--- src/hw/lsu_pkg.sv ---
`default_nettype none

package lsu_pkg;

	// datapath widths
	localparam int XLEN = 32;
	localparam int BYTE_LANES = XLEN / 8;
	localparam int LANE_LEN = $clog2(BYTE_LANES);

	// offset field of a load/store instruction
	localparam int IMM_LEN = 12;

	// tag carried from issue to done
	localparam int TAG_LEN = 4;

	// store queue geometry
	localparam int SQ_DEPTH = 4;
	localparam int SQ_IDX_LEN = 2;

	// data memory, addressed by word
	localparam int MEM_WORDS = 256;
	localparam int MEM_ADDR_LEN = $clog2(MEM_WORDS);

	// access size, same encoding as funct3[1:0]
	typedef enum logic [1:0] {
		BYTE = 2'h0,
		HALF = 2'h1,
		WORD = 2'h2
	} mem_size_e;

	// kind of memory operation
	typedef enum logic {
		LS_LOAD  = 1'b0,
		LS_STORE = 1'b1
	} ls_op_e;

endpackage

`default_nettype wire

--- src/hw/lsu_req_if.sv ---
`timescale 1ns/1ps
`default_nettype none

interface lsu_req_if;
	import lsu_pkg::*;

	// request, one strobe per operation
	logic                    req_valid;
	logic                    req_store;
	logic [MEM_ADDR_LEN-1:0] req_word_addr;
	logic [BYTE_LANES-1:0]   req_byte_mask;
	logic [XLEN-1:0]         req_wdata;

	// response, rsp_data is the merged word one cycle after a load request
	logic [XLEN-1:0]         rsp_data;
	logic                    sq_full;

	modport fu (
		output req_valid, req_store, req_word_addr, req_byte_mask, req_wdata,
		input  rsp_data
	);

	modport lsq (
		input  req_valid, req_store, req_word_addr, req_byte_mask, req_wdata,
		output rsp_data, sq_full
	);

endinterface

`default_nettype wire

--- src/hw/ls_fu.sv ---
`timescale 1ns/1ps
`default_nettype none

module ls_fu (
	input  logic                              clock,
	input  logic                              reset,
	input  logic                              squash,
	input  logic                              issue_valid,
	input  lsu_pkg::ls_op_e                   issue_op,
	input  lsu_pkg::mem_size_e                issue_size,
	input  logic                              issue_unsigned,
	input  logic [lsu_pkg::XLEN-1:0]          issue_base,
	input  logic [lsu_pkg::IMM_LEN-1:0]       issue_offset,
	input  logic [lsu_pkg::XLEN-1:0]          issue_store_data,
	input  logic [lsu_pkg::TAG_LEN-1:0]       issue_tag,
	lsu_req_if.fu                             req,
	output logic                              done,
	output logic [lsu_pkg::TAG_LEN-1:0]       done_tag,
	output logic [lsu_pkg::XLEN-1:0]          done_data
);
	import lsu_pkg::*;

	// issue register
	logic                  s1_valid;
	ls_op_e                s1_op;
	mem_size_e             s1_size;
	logic                  s1_unsigned;
	logic [XLEN-1:0]       s1_base;
	logic [IMM_LEN-1:0]    s1_offset;
	logic [XLEN-1:0]       s1_store_data;
	logic [TAG_LEN-1:0]    s1_tag;
	logic [XLEN-1:0]       s1_addr;
	logic [LANE_LEN-1:0]   s1_lane;
	logic [BYTE_LANES-1:0] s1_mask;

	// response stage
	logic                  s2_valid;
	ls_op_e                s2_op;
	mem_size_e             s2_size;
	logic                  s2_unsigned;
	logic [LANE_LEN-1:0]   s2_lane;
	logic [TAG_LEN-1:0]    s2_tag;
	logic [XLEN-1:0]       load_word;
	logic [XLEN-1:0]       load_ext;

	always_ff @(posedge clock) begin
		if (reset || squash) begin
			s1_valid <= 1'b0;
			s2_valid <= 1'b0;
		end else begin
			s1_valid <= issue_valid;
			s2_valid <= s1_valid;
		end
	end

	always_ff @(posedge clock) begin
		if (issue_valid) begin
			s1_op         <= issue_op;
			s1_size       <= issue_size;
			s1_unsigned   <= issue_unsigned;
			s1_base       <= issue_base;
			s1_offset     <= issue_offset;
			s1_store_data <= issue_store_data;
			s1_tag        <= issue_tag;
		end
		if (s1_valid) begin
			s2_op       <= s1_op;
			s2_size     <= s1_size;
			s2_unsigned <= s1_unsigned;
			s2_lane     <= s1_lane;
			s2_tag      <= s1_tag;
		end
	end

	// address generation, offset is sign extended
	assign s1_addr = s1_base + {{(XLEN-IMM_LEN){s1_offset[IMM_LEN-1]}}, s1_offset};

	// low address bits below the access size are dropped
	always_comb begin
		case (s1_size)
			BYTE: begin
				s1_lane = s1_addr[LANE_LEN-1:0];
				s1_mask = BYTE_LANES'(1) << s1_lane;
			end
			HALF: begin
				s1_lane = {s1_addr[LANE_LEN-1], 1'b0};
				s1_mask = BYTE_LANES'(3) << s1_lane;
			end
			default: begin
				s1_lane = '0;
				s1_mask = '1;
			end
		endcase
	end

	assign req.req_valid     = s1_valid;
	assign req.req_store     = (s1_op == LS_STORE);
	assign req.req_word_addr = s1_addr[LANE_LEN +: MEM_ADDR_LEN];
	assign req.req_byte_mask = s1_mask;
	assign req.req_wdata     = s1_store_data << {s1_lane, 3'b000};

	// bring the addressed bytes down to lane zero, then extend
	always_comb begin
		load_word = req.rsp_data >> {s2_lane, 3'b000};
		case (s2_size)
			BYTE:    load_ext = {{(XLEN-8){load_word[7] & ~s2_unsigned}}, load_word[7:0]};
			HALF:    load_ext = {{(XLEN-16){load_word[15] & ~s2_unsigned}}, load_word[15:0]};
			default: load_ext = load_word;
		endcase
	end

	assign done      = s2_valid;
	assign done_tag  = s2_tag;
	// stores report zero
	assign done_data = (s2_op == LS_STORE) ? '0 : load_ext;

endmodule

`default_nettype wire

--- src/flat_wrapper.sv ---
// flat-port wrapper written by rule: the top's interface ports become plain ports
module ls_fu_flat import lsu_pkg::*;
  (clock, reset, squash, issue_valid, issue_op, issue_size, issue_unsigned, issue_base, issue_offset, issue_store_data, issue_tag, done, done_tag, done_data, req_req_valid, req_req_store, req_req_word_addr, req_req_byte_mask, req_req_wdata, req_rsp_data);
  lsu_req_if req_i ();
  input  logic clock;
  input  logic reset;
  input  logic squash;
  input  logic issue_valid;
  input  lsu_pkg::ls_op_e issue_op;
  input  lsu_pkg::mem_size_e issue_size;
  input  logic issue_unsigned;
  input  logic [lsu_pkg::XLEN-1:0] issue_base;
  input  logic [lsu_pkg::IMM_LEN-1:0] issue_offset;
  input  logic [lsu_pkg::XLEN-1:0] issue_store_data;
  input  logic [lsu_pkg::TAG_LEN-1:0] issue_tag;
  output logic done;
  output logic [lsu_pkg::TAG_LEN-1:0] done_tag;
  output logic [lsu_pkg::XLEN-1:0] done_data;
  output wire logic [$bits(req_i.req_valid)-1:0] req_req_valid;
  output wire logic [$bits(req_i.req_store)-1:0] req_req_store;
  output wire logic [$bits(req_i.req_word_addr)-1:0] req_req_word_addr;
  output wire logic [$bits(req_i.req_byte_mask)-1:0] req_req_byte_mask;
  output wire logic [$bits(req_i.req_wdata)-1:0] req_req_wdata;
  input wire logic [$bits(req_i.rsp_data)-1:0] req_rsp_data;
  assign req_req_valid = req_i.req_valid;
  assign req_req_store = req_i.req_store;
  assign req_req_word_addr = req_i.req_word_addr;
  assign req_req_byte_mask = req_i.req_byte_mask;
  assign req_req_wdata = req_i.req_wdata;
  assign req_i.rsp_data = req_rsp_data;
  ls_fu u_core (.clock(clock), .reset(reset), .squash(squash), .issue_valid(issue_valid), .issue_op(issue_op), .issue_size(issue_size), .issue_unsigned(issue_unsigned), .issue_base(issue_base), .issue_offset(issue_offset), .issue_store_data(issue_store_data), .issue_tag(issue_tag), .req(req_i), .done(done), .done_tag(done_tag), .done_data(done_data));
endmodule
--- config.mk ---
export PLATFORM = sky130hd
export DESIGN_NAME = ls_fu_flat
export DESIGN_NICKNAME = d
export VERILOG_FILES = /design/src/hw/lsu_pkg.sv /design/src/hw/lsu_req_if.sv /design/src/hw/ls_fu.sv /design/src/flat_wrapper.sv
export SDC_FILE = /design/constraint.sdc
export NUM_CORES = 1
export LEC_CHECK = 0
export BUFFER_PORTS_ARGS = -buffer_cell sky130_fd_sc_hd__buf_2
export CORE_MARGIN = 2
export CORE_UTILIZATION = 41
export CTS_BUF_LIST = sky130_fd_sc_hd__clkbuf_16
export DETAILED_ROUTE_END_ITERATION = 8
export GPL_TIMING_DRIVEN = 0
export PLACE_DENSITY = 0.77
export SYNTH_ARGS = -nofsm -noshare
export SYNTH_HDL_FRONTEND = slang
export SYNTH_SLANG_ARGS = --single-unit
export TNS_END_PERCENT = 20
--- constraint.sdc ---
create_clock -name clock -period 2.5 [get_ports clock]
set_clock_uncertainty 0.05 [all_clocks]
set_input_delay 0.5 -clock clock [delete_from_list [all_inputs] [get_ports clock]]
set_output_delay 0.5 -clock clock [all_outputs]
set_load 0.05 [all_outputs]
# == After elaboration in Yosys (flattened, before gate mapping) ==
# Cells that the tools add are included.
# op_classes
n_shift,4
n_addsub,1
n_eq_ne,2
muxes,4
bitwise,3
reduce_logical,3
# ops
op,count
$pmux 32 s2,1
$mux 32,1
$shl 32x5->32,1
$shr 32x5->32,1
$add 10x10->10,1
$pmux 4 s2,1
$eq 2x1->1 const B,2
$logic_not 2->1,2
$pmux 2 s2,1
$shl 1x2->4 const A,1
$shl 2x2->4 const A,1
$and 1x1->1,2
$logic_or 1x1->1,1
$not 1->1,1
# word_totals
word_cells,31
in_bits,120
register_bits,72
out_inout_bits,83

# == Longest topological paths before layout ==
# depth
depth_word,4
ltp_mapped,10
ltp_nobuf,8

# == Worst setup path after synthesis ==
# Ideal clock, no wire load.
# synth_path
kind,reg-to-output
start,register u_core.s1_offset[0]
end,output req_req_wdata[26]
stages_incl_launch_ff,11
path_slack_ns,-0.917
arrival_ns,2.867
t_required_ns,1.950
path_buffers,2
path_cell_list,edfxtp_1 > ha_1 > inv_1 > fa_1 > or2_2 > clkbuf_1 > inv_1 > buf_2 > nand2_1 > and3_1 > a31oi_1
# synth_via
elab_chain_len,3
# synth_lines
item,line,rtl
from (decl),ls_fu.sv:29,logic [IMM_LEN-1:0] s1_offset;
from (signal assigned),ls_fu.sv:62,s1_offset <= issue_offset;
$add 10x10->10,ls_fu.sv:76,"assign s1_addr = s1_base + {{(XLEN-IMM_LEN){s1_offset[IMM_LEN-1]}}, s1_offset};"
$pmux 2 s2,ls_fu.sv:80,case (s1_size)
$shl 32x5->32,ls_fu.sv:100,"assign req.req_wdata = s1_store_data << {s1_lane, 3'b000};"
to (decl),flat_wrapper.sv:23,output wire logic [$bits(req_i.req_wdata)-1:0] req_req_wdata;
# No other way between the ends.

# == Worst setup path after layout ==
# layout_path
start,register u_core.s1_base[0]
end,output req_req_wdata[27]
# layout_via
elab_chain_len,3
# layout_lines
item,line,rtl
from (decl),ls_fu.sv:28,logic [XLEN-1:0] s1_base;
from (signal assigned),ls_fu.sv:61,s1_base <= issue_base;
$add 10x10->10,ls_fu.sv:76,
$pmux 2 s2,ls_fu.sv:80,
$shl 32x5->32,ls_fu.sv:100,
# No other way between the ends.

==> results_dict.tcl <==
set metrics [dict create \
    area_growth_pct 61.16 \
    yosys_register_bits 72 \
    ant_nets 0 \
    grt_pass1_vias 3632 \
    grt_pass1_wl_um 17410 \
    io_pins 203 \
    core-area_um2 9196 \
    max_freq_mhz 326.5 \
    ys_top_cells_by_area "edfxtp_1, mux2i_1, nand2_1, o21ai_0, ha_1" \
    p_comb_frac 0.425 \
    drtIter0Drc 224 \
    path_clk_slew_ps 60 \
    cts_tree "built" \
    die_h_um 101.3 \
    synthAdderAreaFrac 0.03419 \
    min_path_cells 1 \
    drive_gt1_frac 0.5442 \
    cp-start-kind "flip-flop" \
    hold_viol 0 \
    rsz0062_at_grt "yes" \
    p_leak_nw 2.754 \
    drc 0 \
    dpl.hpwl_um 8341 \
    maxCapViolCount 0 \
    timing.rr.end "u_core.s2_lane[1]" \
    vias 3696 \
    cts_max_level 3 \
    synth_top_area_frac 0.5419 \
    pre_cts_ws_ps -664.3 \
    first_pass_iters 4 \
    cts_inserted_buffers 9 \
    cts_buffer_depth 2 \
    setup_viol 66 \
    path_class "reg2out" \
    antenna_found_initial 0 \
    totalWireLength_um 12170 \
    p_sw_frac 0.3885 \
    internal_power_mw 2.815 \
    final_area_um2 6251 \
    arrival_ps 2510 \
    min_to "u_core.s1_offset[9]" \
    wire_per_inst_um 17.98 \
    fin_crit_sh 1.225 \
    row_count 35 \
    clkPwrFrac 0.251 \
    cellPowerDensity_nw_per_um2 736.4 \
    synthDistinctLibCells 37 \
    outcome "complete, but fails checks" \
    ys.flop_type "edfxtp_1" \
    cts_sinks 72 \
    grt_start_max_net_pins 62 \
    synth_compound_area_frac 0.1355 \
    clk_latency_ps 330 \
    design.die.area_um2 10250 \
    hold_path.class "in2reg" \
    diodes 0 \
    yosysWarnings 0 \
    final_nets 691 \
    cts_hold_buf 0 \
    maxSlewViolCount 0 \
    synth_edf_count 70 \
    cp_max_fo 6 \
    async_flop_share 0 \
    yosys.area.top_type "edfxtp_1" \
    end_kind "output pin" \
    vias_per_cell 5.459 \
    seqPwrFrac 0.324 \
    r2r_start "u_core.s1_base[0]" \
    worstMarginPinSlew_ps 1341 \
    syn-cell-area_um2 3879 \
    violations "negative setup slack" \
    io_buffers 178 \
    ir_drop_v 0.0005996 \
    placed_area_um2 5260 \
    yosysSeqAreaShare 0.5523 \
    min-delay-start "issue_offset[9]" \
    synth_top_family_by_area "simple AND/OR/NAND/NOR gates" \
    synthesis.nets 490 \
    routabilityCongestion 0.9418 \
    grt-ovfl-total 0 \
    start_util 0.4218 \
    p_switching_mw 1.788 \
    r2r_slack_ps 430 \
    synth_xor_area_frac 0.02032 \
    setup_ws_ps -562.6 \
    yosys-mux-area-fraction 0.07323 \
    synth-simple-area-share 0.1526 \
    cts-root-buf "clkbuf_16" \
    setup_tns_ps -24400 \
    slew_headroom 0.1062 \
    die_x_um 101.3 \
    syn_inst 360 \
    reg2regPathDepth 7 \
    syn_avg_cell_area_um2 10.77 \
    fin_crit_ps 3063 \
    grt_use_total 0.2208 \
    required_ps 1950 \
]
## area by class of cell
type | count | area, µm²
sequential | 72 | 2142
timing repair buffer | 192 | 1391
multi-input combinational | 257 | 2092
clock buffer | 9 | 225.2
tap | 111 | 138.9
clock inverter | 7 | 48.80
inverter | 9 | 46.29
buffer | 20 | 166.4
fill | 647 | 2945
## cell usage after synthesis, types with 6 or more instances
master / instances
a211oi_1: 14
mux2i_1: 25
nor2_1: 15
and2_1: 7
xnor2_1: 7
o21ai_0: 25
clkbuf_1: 16
and3_1: 16
edfxtp_1: 70
nor2b_1: 8
inv_1: 8
a21o_1: 10
a21oi_1: 22
nand2_1: 63
a31oi_1: 10
ha_1: 9
nand3_1: 6
## critical path: stages, from the launching register on
cell,delay (ps)
edfxtp_1,390
ha_2,210
inv_2,60
fa_1,430
or2_4,310
inv_8,90
buf_12,110
nand2_1,50
and3_4,180
a31oi_4,160
buf_6,190
## per-layer routing
metal | up-vias | track usage | share of wire
met4 | 0 | 0.1164 | 0.035
met3 | 31 | 0.03520 | 0.075
met2 | 209 | 0.4009 | 0.52
met1 | 1732 | 0.2484 | 0.37
li1 | 1724 | - | -
met5 | - | 0 | 0
## registers in the layout (all words and copies together) (netlist names)
name,flops
u_core.done,1
u_core.done_tag,4
u_core.req.req_store,1
u_core.req.req_valid,1
u_core.s1_base,10
u_core.s1_offset,10
u_core.s1_size,2
u_core.s1_store_data,32
u_core.s1_tag,4
u_core.s1_unsigned,1
u_core.s2_lane,2
u_core.s2_op,1
u_core.s2_size,2
u_core.s2_unsigned,1
## layout by cell type, fill, tap and decap left out, types with 3 or more instances in the layout
cell type,instances
nand2_2,10
buf_2,117
a31oi_4,8
buf_8,5
nand2_1,49
a21oi_2,18
inv_1,6
ha_4,3
edfxtp_1,70
and3_1,8
nor2_1,13
mux2i_1,24
nand3_1,5
o21ai_0,7
clkbuf_2,7
buf_12,3
and2_1,7
o21ai_4,5
o21ai_2,5
a211oi_1,14
clkinvlp_4,4
nor2b_1,8
nand2_4,4
ha_1,4
buf_4,25
buf_6,44
clkbuf_16,10
a21o_1,10
clkbuf_4,6
o21ai_1,8
and3_4,8
xnor2_1,7
## stage by stage
stage / hold WS, ps / std cells / power (mW) / utilization
after detailed placement: 358.9 / 649 / 3.094 / 0.5720
after floorplan: 350.3 / 360 / 2.690 / -
after global routing: 285.2 / 677 / 4.767 / 0.6797
after global placement: 351.3 / 649 / 3.069 / 0.5720
final: 292.5 / 677 / 4.603 / 0.6797
after CTS: 281.3 / 671 / 4.473 / 0.6540
## cells by family after synthesis
group | count (synthesis)
flip-flops | 72
XOR/XNOR | 9
buffers and inverters | 31
multiplexers | 27
AO/OA/AOI/OAI | 87
adder cells (fa/ha/maj) | 10
AND/OR/NAND/NOR | 124
## worst max-delay path by stage
stage          slack, ps  depth (start not counted)               from              endpoint
5_1_grt             -610                         10  u_core.s1_base[0]     req_req_wdata[30]
4_1_cts             -560                         10  u_core.s1_base[0]     req_req_wdata[28]
3_3_place_gp        -670                          9  u_core.s1_base[0]     req_req_wdata[16]
3_5_place_dp        -660                          9  u_core.s1_base[0]     req_req_wdata[17]
2_1_floorplan       -240                          5  u_core.s1_base[0]  req_req_byte_mask[2]
6_report            -560                         10  u_core.s1_base[0]     req_req_wdata[27]
## power by group through the flow
stage / clock network, mW / logic [mW] / registers (mW)
floorplan: 0 / 1.18 / 1.51
global placement: 0 / 1.57 / 1.50
detailed placement: 0 / 1.59 / 1.50
CTS: 1.17 / 1.81 / 1.49
global route: 1.23 / 2.04 / 1.50
finish: 1.16 / 1.96 / 1.49
## repair_timing
| item | in CTS | in global routing |
|---|---|---|
| endpoints found under the setup margin | 73 | 71 |
| cloned | 1 | 0 |
| buffers inserted | 7 | 6 |
| pin swaps | 14 | 9 |
| resized for setup | 130 | 49 |
Power figures use the tool's default switching activity.
