File: config.mk
export PLATFORM = sky130hd
export DESIGN_NAME = store_queue_flat
export DESIGN_NICKNAME = d
export VERILOG_FILES = /design/src/hw/lsu_pkg.sv /design/src/hw/lsu_req_if.sv /design/src/hw/store_queue.sv /design/src/flat_wrapper.sv
export SDC_FILE = /design/constraint.sdc
export NUM_CORES = 1
export LEC_CHECK = 0
export BUFFER_PORTS_ARGS = -buffer_cell sky130_fd_sc_hd__buf_2
export CORE_MARGIN = 2
export CORE_UTILIZATION = 55
export CTS_BUF_LIST = sky130_fd_sc_hd__clkbuf_2 sky130_fd_sc_hd__clkbuf_4 sky130_fd_sc_hd__clkbuf_8
export CTS_CLUSTER_DIAMETER = 60
export DETAILED_ROUTE_END_ITERATION = 16
export MAX_ROUTING_LAYER = met4
export PLACE_DENSITY = 0.83
export SLEW_MARGIN = 20
export SYNTH_ARGS = -nofsm -noshare
export SYNTH_HDL_FRONTEND = slang
export SYNTH_SLANG_ARGS = --single-unit
File: constraint.sdc
create_clock -name clock -period 3.9 [get_ports clock]
set_input_delay 0.39 -clock clock [delete_from_list [all_inputs] [get_ports clock]]
set_output_delay 0.39 -clock clock [all_outputs]
set_load 0.03 [all_outputs]
File: src/hw/lsu_pkg.sv
`default_nettype none

package lsu_pkg;

	// datapath widths
	localparam int XLEN = 32;
	localparam int BYTE_LANES = XLEN / 8;
	localparam int LANE_LEN = $clog2(BYTE_LANES);

	// offset field of a load/store instruction
	localparam int IMM_LEN = 12;

	// tag carried from issue to done
	localparam int TAG_LEN = 4;

	// store queue geometry
	localparam int SQ_DEPTH = 4;
	localparam int SQ_IDX_LEN = 2;

	// data memory, addressed by word
	localparam int MEM_WORDS = 256;
	localparam int MEM_ADDR_LEN = $clog2(MEM_WORDS);

	// access size, same encoding as funct3[1:0]
	typedef enum logic [1:0] {
		BYTE = 2'h0,
		HALF = 2'h1,
		WORD = 2'h2
	} mem_size_e;

	// kind of memory operation
	typedef enum logic {
		LS_LOAD  = 1'b0,
		LS_STORE = 1'b1
	} ls_op_e;

endpackage

`default_nettype wire

File: src/hw/lsu_req_if.sv
`timescale 1ns/1ps
`default_nettype none

interface lsu_req_if;
	import lsu_pkg::*;

	// request, one strobe per operation
	logic                    req_valid;
	logic                    req_store;
	logic [MEM_ADDR_LEN-1:0] req_word_addr;
	logic [BYTE_LANES-1:0]   req_byte_mask;
	logic [XLEN-1:0]         req_wdata;

	// response, rsp_data is the merged word one cycle after a load request
	logic [XLEN-1:0]         rsp_data;
	logic                    sq_full;

	modport fu (
		output req_valid, req_store, req_word_addr, req_byte_mask, req_wdata,
		input  rsp_data
	);

	modport lsq (
		input  req_valid, req_store, req_word_addr, req_byte_mask, req_wdata,
		output rsp_data, sq_full
	);

endinterface

`default_nettype wire

File: src/hw/store_queue.sv
`timescale 1ns/1ps
`default_nettype none

module store_queue (
	input  logic                                clock,
	input  logic                                reset,
	input  logic                                squash,
	input  logic                                commit,
	lsu_req_if.lsq                              req,
	input  logic [lsu_pkg::XLEN-1:0]            mem_rdata,
	output logic [lsu_pkg::MEM_ADDR_LEN-1:0]    mem_raddr,
	output logic                                mem_we,
	output logic [lsu_pkg::MEM_ADDR_LEN-1:0]    mem_waddr,
	output logic [lsu_pkg::BYTE_LANES-1:0]      mem_wmask,
	output logic [lsu_pkg::XLEN-1:0]            mem_wdata
);
	import lsu_pkg::*;

	// entry storage
	logic [MEM_ADDR_LEN-1:0] entry_addr [SQ_DEPTH];
	logic [BYTE_LANES-1:0]   entry_mask [SQ_DEPTH];
	logic [XLEN-1:0]         entry_data [SQ_DEPTH];

	logic [SQ_IDX_LEN-1:0]   head;
	logic [SQ_IDX_LEN-1:0]   tail;
	logic [SQ_IDX_LEN:0]     count;
	logic                    full;
	logic                    push;
	logic                    pop;

	// load forwarding
	logic [BYTE_LANES-1:0]   fwd_mask;
	logic [XLEN-1:0]         fwd_data;
	logic [BYTE_LANES-1:0]   fwd_mask_q;
	logic [XLEN-1:0]         fwd_data_q;
	logic [XLEN-1:0]         merged_data;

	assign full = (count == (SQ_IDX_LEN+1)'(SQ_DEPTH));
	assign push = req.req_valid && req.req_store && !full;
	assign pop  = commit && (count != '0);

	always_ff @(posedge clock) begin
		if (reset || squash) begin
			head  <= '0;
			tail  <= '0;
			count <= '0;
		end else begin
			if (push) begin
				tail <= tail + 1'b1;
			end
			if (pop) begin
				head <= head + 1'b1;
			end
			count <= count + (SQ_IDX_LEN+1)'(push) - (SQ_IDX_LEN+1)'(pop);
		end
	end

	always_ff @(posedge clock) begin
		if (push) begin
			entry_addr[tail] <= req.req_word_addr;
			entry_mask[tail] <= req.req_byte_mask;
			entry_data[tail] <= req.req_wdata;
		end
	end

	// oldest first, so the youngest match is the last to write each byte
	always_comb begin
		logic [SQ_IDX_LEN-1:0] idx;
		fwd_mask = '0;
		fwd_data = '0;
		for (int k = 0; k < SQ_DEPTH; k++) begin
			idx = head + SQ_IDX_LEN'(k);
			if ((k < int'(count)) && (entry_addr[idx] == req.req_word_addr)) begin
				for (int b = 0; b < BYTE_LANES; b++) begin
					if (entry_mask[idx][b]) begin
						fwd_mask[b]          = 1'b1;
						fwd_data[b*8 +: 8]   = entry_data[idx][b*8 +: 8];
					end
				end
			end
		end
	end

	// captured alongside the memory read
	always_ff @(posedge clock) begin
		if (reset) begin
			fwd_mask_q <= '0;
		end else if (req.req_valid && !req.req_store) begin
			fwd_mask_q <= fwd_mask;
		end
	end

	always_ff @(posedge clock) begin
		if (req.req_valid && !req.req_store) begin
			fwd_data_q <= fwd_data;
		end
	end

	always_comb begin
		for (int b = 0; b < BYTE_LANES; b++) begin
			merged_data[b*8 +: 8] = fwd_mask_q[b] ? fwd_data_q[b*8 +: 8] : mem_rdata[b*8 +: 8];
		end
	end

	assign req.rsp_data = merged_data;
	assign req.sq_full  = full;

	assign mem_raddr = req.req_word_addr;

	// commit drains the head entry
	assign mem_we    = pop;
	assign mem_waddr = entry_addr[head];
	assign mem_wmask = entry_mask[head];
	assign mem_wdata = entry_data[head];

endmodule

`default_nettype wire

File: src/flat_wrapper.sv
// flat-port wrapper written by rule: the top's interface ports become plain ports
module store_queue_flat import lsu_pkg::*;
  (clock, reset, squash, commit, mem_rdata, mem_raddr, mem_we, mem_waddr, mem_wmask, mem_wdata, req_req_valid, req_req_store, req_req_word_addr, req_req_byte_mask, req_req_wdata, req_rsp_data, req_sq_full);
  lsu_req_if req_i ();
  input  logic clock;
  input  logic reset;
  input  logic squash;
  input  logic commit;
  input  logic [lsu_pkg::XLEN-1:0] mem_rdata;
  output logic [lsu_pkg::MEM_ADDR_LEN-1:0] mem_raddr;
  output logic mem_we;
  output logic [lsu_pkg::MEM_ADDR_LEN-1:0] mem_waddr;
  output logic [lsu_pkg::BYTE_LANES-1:0] mem_wmask;
  output logic [lsu_pkg::XLEN-1:0] mem_wdata;
  input wire logic [$bits(req_i.req_valid)-1:0] req_req_valid;
  input wire logic [$bits(req_i.req_store)-1:0] req_req_store;
  input wire logic [$bits(req_i.req_word_addr)-1:0] req_req_word_addr;
  input wire logic [$bits(req_i.req_byte_mask)-1:0] req_req_byte_mask;
  input wire logic [$bits(req_i.req_wdata)-1:0] req_req_wdata;
  output wire logic [$bits(req_i.rsp_data)-1:0] req_rsp_data;
  output wire logic [$bits(req_i.sq_full)-1:0] req_sq_full;
  assign req_i.req_valid = req_req_valid;
  assign req_i.req_store = req_req_store;
  assign req_i.req_word_addr = req_req_word_addr;
  assign req_i.req_byte_mask = req_req_byte_mask;
  assign req_i.req_wdata = req_req_wdata;
  assign req_rsp_data = req_i.rsp_data;
  assign req_sq_full = req_i.sq_full;
  store_queue u_core (.clock(clock), .reset(reset), .squash(squash), .commit(commit), .req(req_i), .mem_rdata(mem_rdata), .mem_raddr(mem_raddr), .mem_we(mem_we), .mem_waddr(mem_waddr), .mem_wmask(mem_wmask), .mem_wdata(mem_wdata));
endmodule
After elaboration in Yosys (flattened, before gate mapping)
Memory sizes are Yosys's and may differ from the RTL's. A register that Yosys moved wholly into a read port is not among the register bits.
Cells that the tools add are included.
{"block": "op_classes", "muxes": 52, "n_eq_ne": 5, "n_reduce_logical": 12, "n_addsub": 6, "n_lt_le_gt_ge": 4}
{"operator": "$mux W8", "count": 20}
{"operator": "$mux W32", "count": 4}
{"operator": "$eq A8 B8 Y1", "count": 4}
{"operator": "$mux W1", "count": 18}
{"operator": "$mux W4", "count": 4}
{"operator": "$mux W2", "count": 6}
{"operator": "$logic_and A1 B1 Y1", "count": 8}
{"operator": "$lt A1 B3 Y1 const A", "count": 2}
{"operator": "$lt A2 B3 Y1 const A", "count": 2}
{"operator": "$add A2 B1 Y2 const B", "count": 2}
{"operator": "$add A2 B2 Y2 const B", "count": 2}
{"operator": "$add A3 B1 Y3", "count": 1}
{"operator": "$eq A3 B3 Y1 const B", "count": 1}
{"operator": "$reduce_bool A3 Y1", "count": 1}
{"operator": "$sub A3 B1 Y3", "count": 1}
{"operator": "$logic_not A1 Y1", "count": 2}
{"operator": "$logic_or A1 B1 Y1", "count": 1}
{"block": "word_totals", "mem_count": 3, "out_inout_bits": 86, "elab_cells": 87, "reg_bits": 43, "ram_bits": 176, "input_bits": 82}
{"memory": "u_core.entry_data", "words": 4, "word_bits": 32, "rd": 4, "rd_clocked_by_memory_dff": 1, "wr": 1, "line_no": "store_queue.sv:22", "source": "logic [XLEN-1:0] entry_data [SQ_DEPTH];"}
{"memory": "u_core.entry_addr", "words": 4, "word_bits": 8, "rd": 4, "rd_clocked_by_memory_dff": 1, "wr": 1, "line_no": "store_queue.sv:20", "source": "logic [MEM_ADDR_LEN-1:0] entry_addr [SQ_DEPTH];"}
{"memory": "u_core.entry_mask", "words": 4, "word_bits": 4, "rd": 4, "rd_clocked_by_memory_dff": 1, "wr": 1, "line_no": "store_queue.sv:21", "source": "logic [BYTE_LANES-1:0] entry_mask [SQ_DEPTH];"}

Longest topological paths before layout
{"block": "depth", "word_depth": 9, "depth_mapped": 13, "mapped_depth_nobuf": 8}

Least setup slack after synthesis
OpenSTA, ideal clock, no wires.
{"block": "synth_path", "kind": "reg2reg", "startpoint": "reg with a tool-made name", "endpoint": "reg u_core.fwd_data_q[31], data pin", "setup_slack_ps": 1141, "period_less_slack_ps": 2759, "required_ps": 3720, "setup_ps": 180, "path_buffers": 2, "stages_incl_launch_ff": 10, "t_arrival_ps": 2579, "path_cell_list": "dfxtp_1 -> buf_2 -> buf_6 -> mux4_2 -> xor2_1 -> a21oi_1 -> nand3_1 -> a21oi_1 -> a221oi_1 -> a221oi_1"}
{"element": "end signal: assignment", "line_no": "store_queue.sv:95", "source": "fwd_data_q <= fwd_data;"}
{"element": "end: declaration", "line_no": "store_queue.sv:35", "source": "logic [XLEN-1:0] fwd_data_q;"}

Worst setup path in the final report
{"block": "layout_path", "startpoint": "reg u_core.head[0]", "endpoint": "reg u_core.fwd_data_q[2], data pin"}
{"block": "layout_between", "elab_chain_len": 9, "word_cells_on_any_way": 18, "cone_classes": "add/sub (3); eq/ne (3); mux (6); reduce/logical (3); memory (3)"}
{"element": "start: declaration", "line_no": "store_queue.sv:24", "source": "logic [SQ_IDX_LEN-1:0] head;"}
{"element": "start signal: assignment", "line_no": "store_queue.sv:52", "source": "head <= head + 1'b1;"}
{"element": "$add A2 B1 Y2", "line_no": "store_queue.sv:72", "source": "idx = head + SQ_IDX_LEN'(k);"}
{"element": "$mem_v2 Z4 W8"}
{"element": "$eq A8 B8 Y1", "line_no": "store_queue.sv:73", "source": "if ((k < int'(count)) && (entry_addr[idx] == req.req_word_addr)) begin"}
{"element": "$logic_and A1 B1 Y1", "line_no": "store_queue.sv:73"}
{"element": "$mux W32", "line_no": "store_queue.sv:73"}
{"element": "$mux W8", "line_no": "store_queue.sv:75", "source": "if (entry_mask[idx][b]) begin"}
{"element": "$mux W32", "line_no": "store_queue.sv:73"}
{"element": "$mux W8", "line_no": "store_queue.sv:75"}
{"element": "$mux W32 *", "line_no": "store_queue.sv:73"}
{"element": "via u_core.fwd_data[2]", "line_no": "store_queue.sv:33", "source": "logic [XLEN-1:0] fwd_data;"}
The timed path passes the listed nets; every way through them passes the cells marked *.
A chain may end at the register's enable or synchronous reset.

==> results.toml <==
[synth]
syn_avg_cell_area_um2 = 14.0
yosysTopAreaCell = "edfxtp_1"
yosysWarnings = 0
synthCells = 935
synthTopCellsByArea = "edfxtp_1, mux4_2, mux2_2"
synth-seq-cells = 221
ys.flop_type = "edfxtp_1"
synthDominantCellAreaShare_pct = 47.9
syn_area_um2 = 13000
synth-seq-area-share_pct = 49.9
yosysMostFrequentCell = "edfxtp_1"
async_flop_share_pct = 0
synth_edf_count = 208
synth_nets = 1026
yosysUniqueCellTypes = 49
synth_commonest_cells = "edfxtp_1, mux4_2, mux2_2"

[clocking]
path_clk_slew_ns = 0.06
htreeDepth = 2
ctsHoldBuffers = 0
clkSinkCount = 221
numCtsBuffers = 39
insertion_delay_ns = 0.54
postCtsSetupBuffers = 0
cts_resized = 0
cts_tree = "yes"
cts-root-buf = "clkbuf_8"
clockBufferDepth = 3

[critical_path]
cp-end-kind = "flop"
worstPathRequired_ns = 4.21
start_kind = "flop"
cp.arrival_ns = 3.77
worst-path-max-fanout = 28
crit_type = "flop to flop"

[global_routing]
grt_pass1_wl_mm = 49.8
antenna_found_initial = 3
grt_max_degree = 96
grt.total_usage_pct = 27.0
gr-total-overflow = 0
grt_pass1_vias = 8934

[route]
wirelength_mm = 32.8
routed-via-count = 9256
avgRoutedWirePerCell_um = 22.7
ant_nets = 0
drt_iter0_markers = 957
dr.pass1.iters = 5
drcViolationCount = 0
vias_per_cell = 6.40

[pwr]
power_mw = 5.48
peakVddDrop_v = 0.000262
power.leakage_nw = 4.95
p_per_area_nw_per_um2 = 368

[flow_run]
drv_cap = 0

[placement]
gp_congestion = 0.868
hpwl_mm = 21.9
post-place-ws_ns = 0.452
portBuffers = 167

[final_layout]
fin_util_pct = 63.7
syn2layout_area_growth_pct = 14.2
nNetsFinal = 1186
drive_gt1_share_pct = 39.7

[timing]
rsz0062_at_grt = "no"
fin_tns_setup_ns = 0
setup_viol = 0
finalCriticalPeriod_ns = 3.46
worst_slew_pin_slew_ns = 0.945
fin_skew_ns = 0.0301
hold_violations = 0
fin_crit_sh_pct = 88.7
slew_violations = 0
postLayoutSetupSlackWorst_ns = 0.440
fmax_mhz = 289
relSlewSlack_pct = 37.0

[floorplanning]
initial_utilization_pct = 55.8
die_width_um = 158
num_rows = 56
dieArea_um2 = 25000
core_area_um2 = 23400
io_pins = 168
die_y_um = 158

[status]
status = "completed"

[hold_path]
hold_path.class = "primary input to flop"
[metal layers]
metal | track usage, % | part of all wire, % | vias to the layer above
met2 | 42.2 | 49 | 480
met4 | 9.61 | 2.9 | 0
met1 | 35.6 | 40 | 4603
met3 | 5.42 | 8.4 | 83
li1 | - | - | 4090
met5 | - | 0 | -
[layout by cell type (no fill, tap or decap), types with 20 or more instances in the layout]
cell,instances
buf_4,24
clkbuf_8,40
buf_2,167
a211oi_1,20
a221oi_1,44
inv_1,41
edfxtp_1,208
nor4_1,20
nor2_1,37
mux2i_1,59
o21ai_0,48
mux2_2,68
a21oi_1,34
mux4_2,92
nand2_1,51
xnor2_1,22
[registers in the layout (all words and copies together) (netlist names), named ones only]
register / cells
u_core.entry_mask: 16
u_core.entry_addr: 32
u_core.entry_data: 128
u_core.fwd_data_q: 32
u_core.head: 2
u_core.fwd_mask_q: 4
u_core.tail: 2
u_core.count: 3
[area by class of cell]
| cell class | count | area [µm²] |
|---|---|---|
| Clock buffer | 48 | 611 |
| Sequential cell | 221 | 6520 |
| Clock inverter | 23 | 170 |
| Antenna cell | 3 | 7.51 |
| Inverter | 42 | 158 |
| Tap cell | 319 | 399 |
| Multi-Input combinational cell | 599 | 6000 |
| Timing Repair Buffer | 192 | 1040 |
| Fill cell | 1695 | 8500 |
[stage by stage]
| stage | instance area [µm²] | hold WS (ns) | instances |
|---|---|---|---|
| 6_report | 14900 | 0.0640 | 1447 |
| 2_1_floorplan | 13000 | 0.469 | 935 |
| 5_1_grt | 14900 | 0.0473 | 1447 |
| 4_1_cts | 14900 | 0.0317 | 1444 |
| 3_5_place_dp | 14100 | 0.546 | 1373 |
| 3_3_place_gp | 14100 | 0.543 | 1373 |
[cells by family (layout without fill, tap and decap cells)]
family | after synthesis | in the layout | synth area share (%)
AO/OA/AOI/OAI | 161 | 161 | 8.79
XOR/XNOR | 38 | 38 | 2.67
flip-flops | 221 | 221 | 49.9
other | 0 | 3 | 0
multiplexers | 219 | 219 | 26.3
adder cells (fa/ha/maj) | 9 | 9 | 0.921
buffers and inverters | 115 | 305 | 4.22
AND/OR/NAND/NOR | 172 | 172 | 7.27
[where the power goes]
group / total [mW] / internal (mW) / switching, mW / leakage (nW)
Clock: 2.16 / 1.18 / 0.978 / 0.404
Sequential: 2.69 / 2.64 / 0.0458 / 2.02
Combinational: 0.639 / 0.246 / 0.393 / 2.52
Total: 5.48 / 4.07 / 1.42 / 4.95
[critical path, stage by stage (launching register included)]
cell	delay, ns
dfxtp_4	0.65
mux2i_1	0.27
xor2_1	0.19
or3b_1	0.37
a221o_1	0.64
nor3_4	0.57
nor3_4	0.15
a221oi_1	0.38
[path summary, 6_finish.rpt]
path | startpoint | end | slack, ns | cells past startpoint
worst max register to register | u_core.head[0] | u_core.fwd_data_q[2] | 0.44 | 7
worst min-delay path | req_req_wdata[10] | u_core.entry_data[3][10] | 0.06 | 1
worst min register to register | u_core.tail[1] | u_core.tail[1] | 0.56 | 2
worst max-delay path | u_core.head[0] | u_core.fwd_data_q[2] | 0.44 | 7
Power figures use the tool's default switching activity.
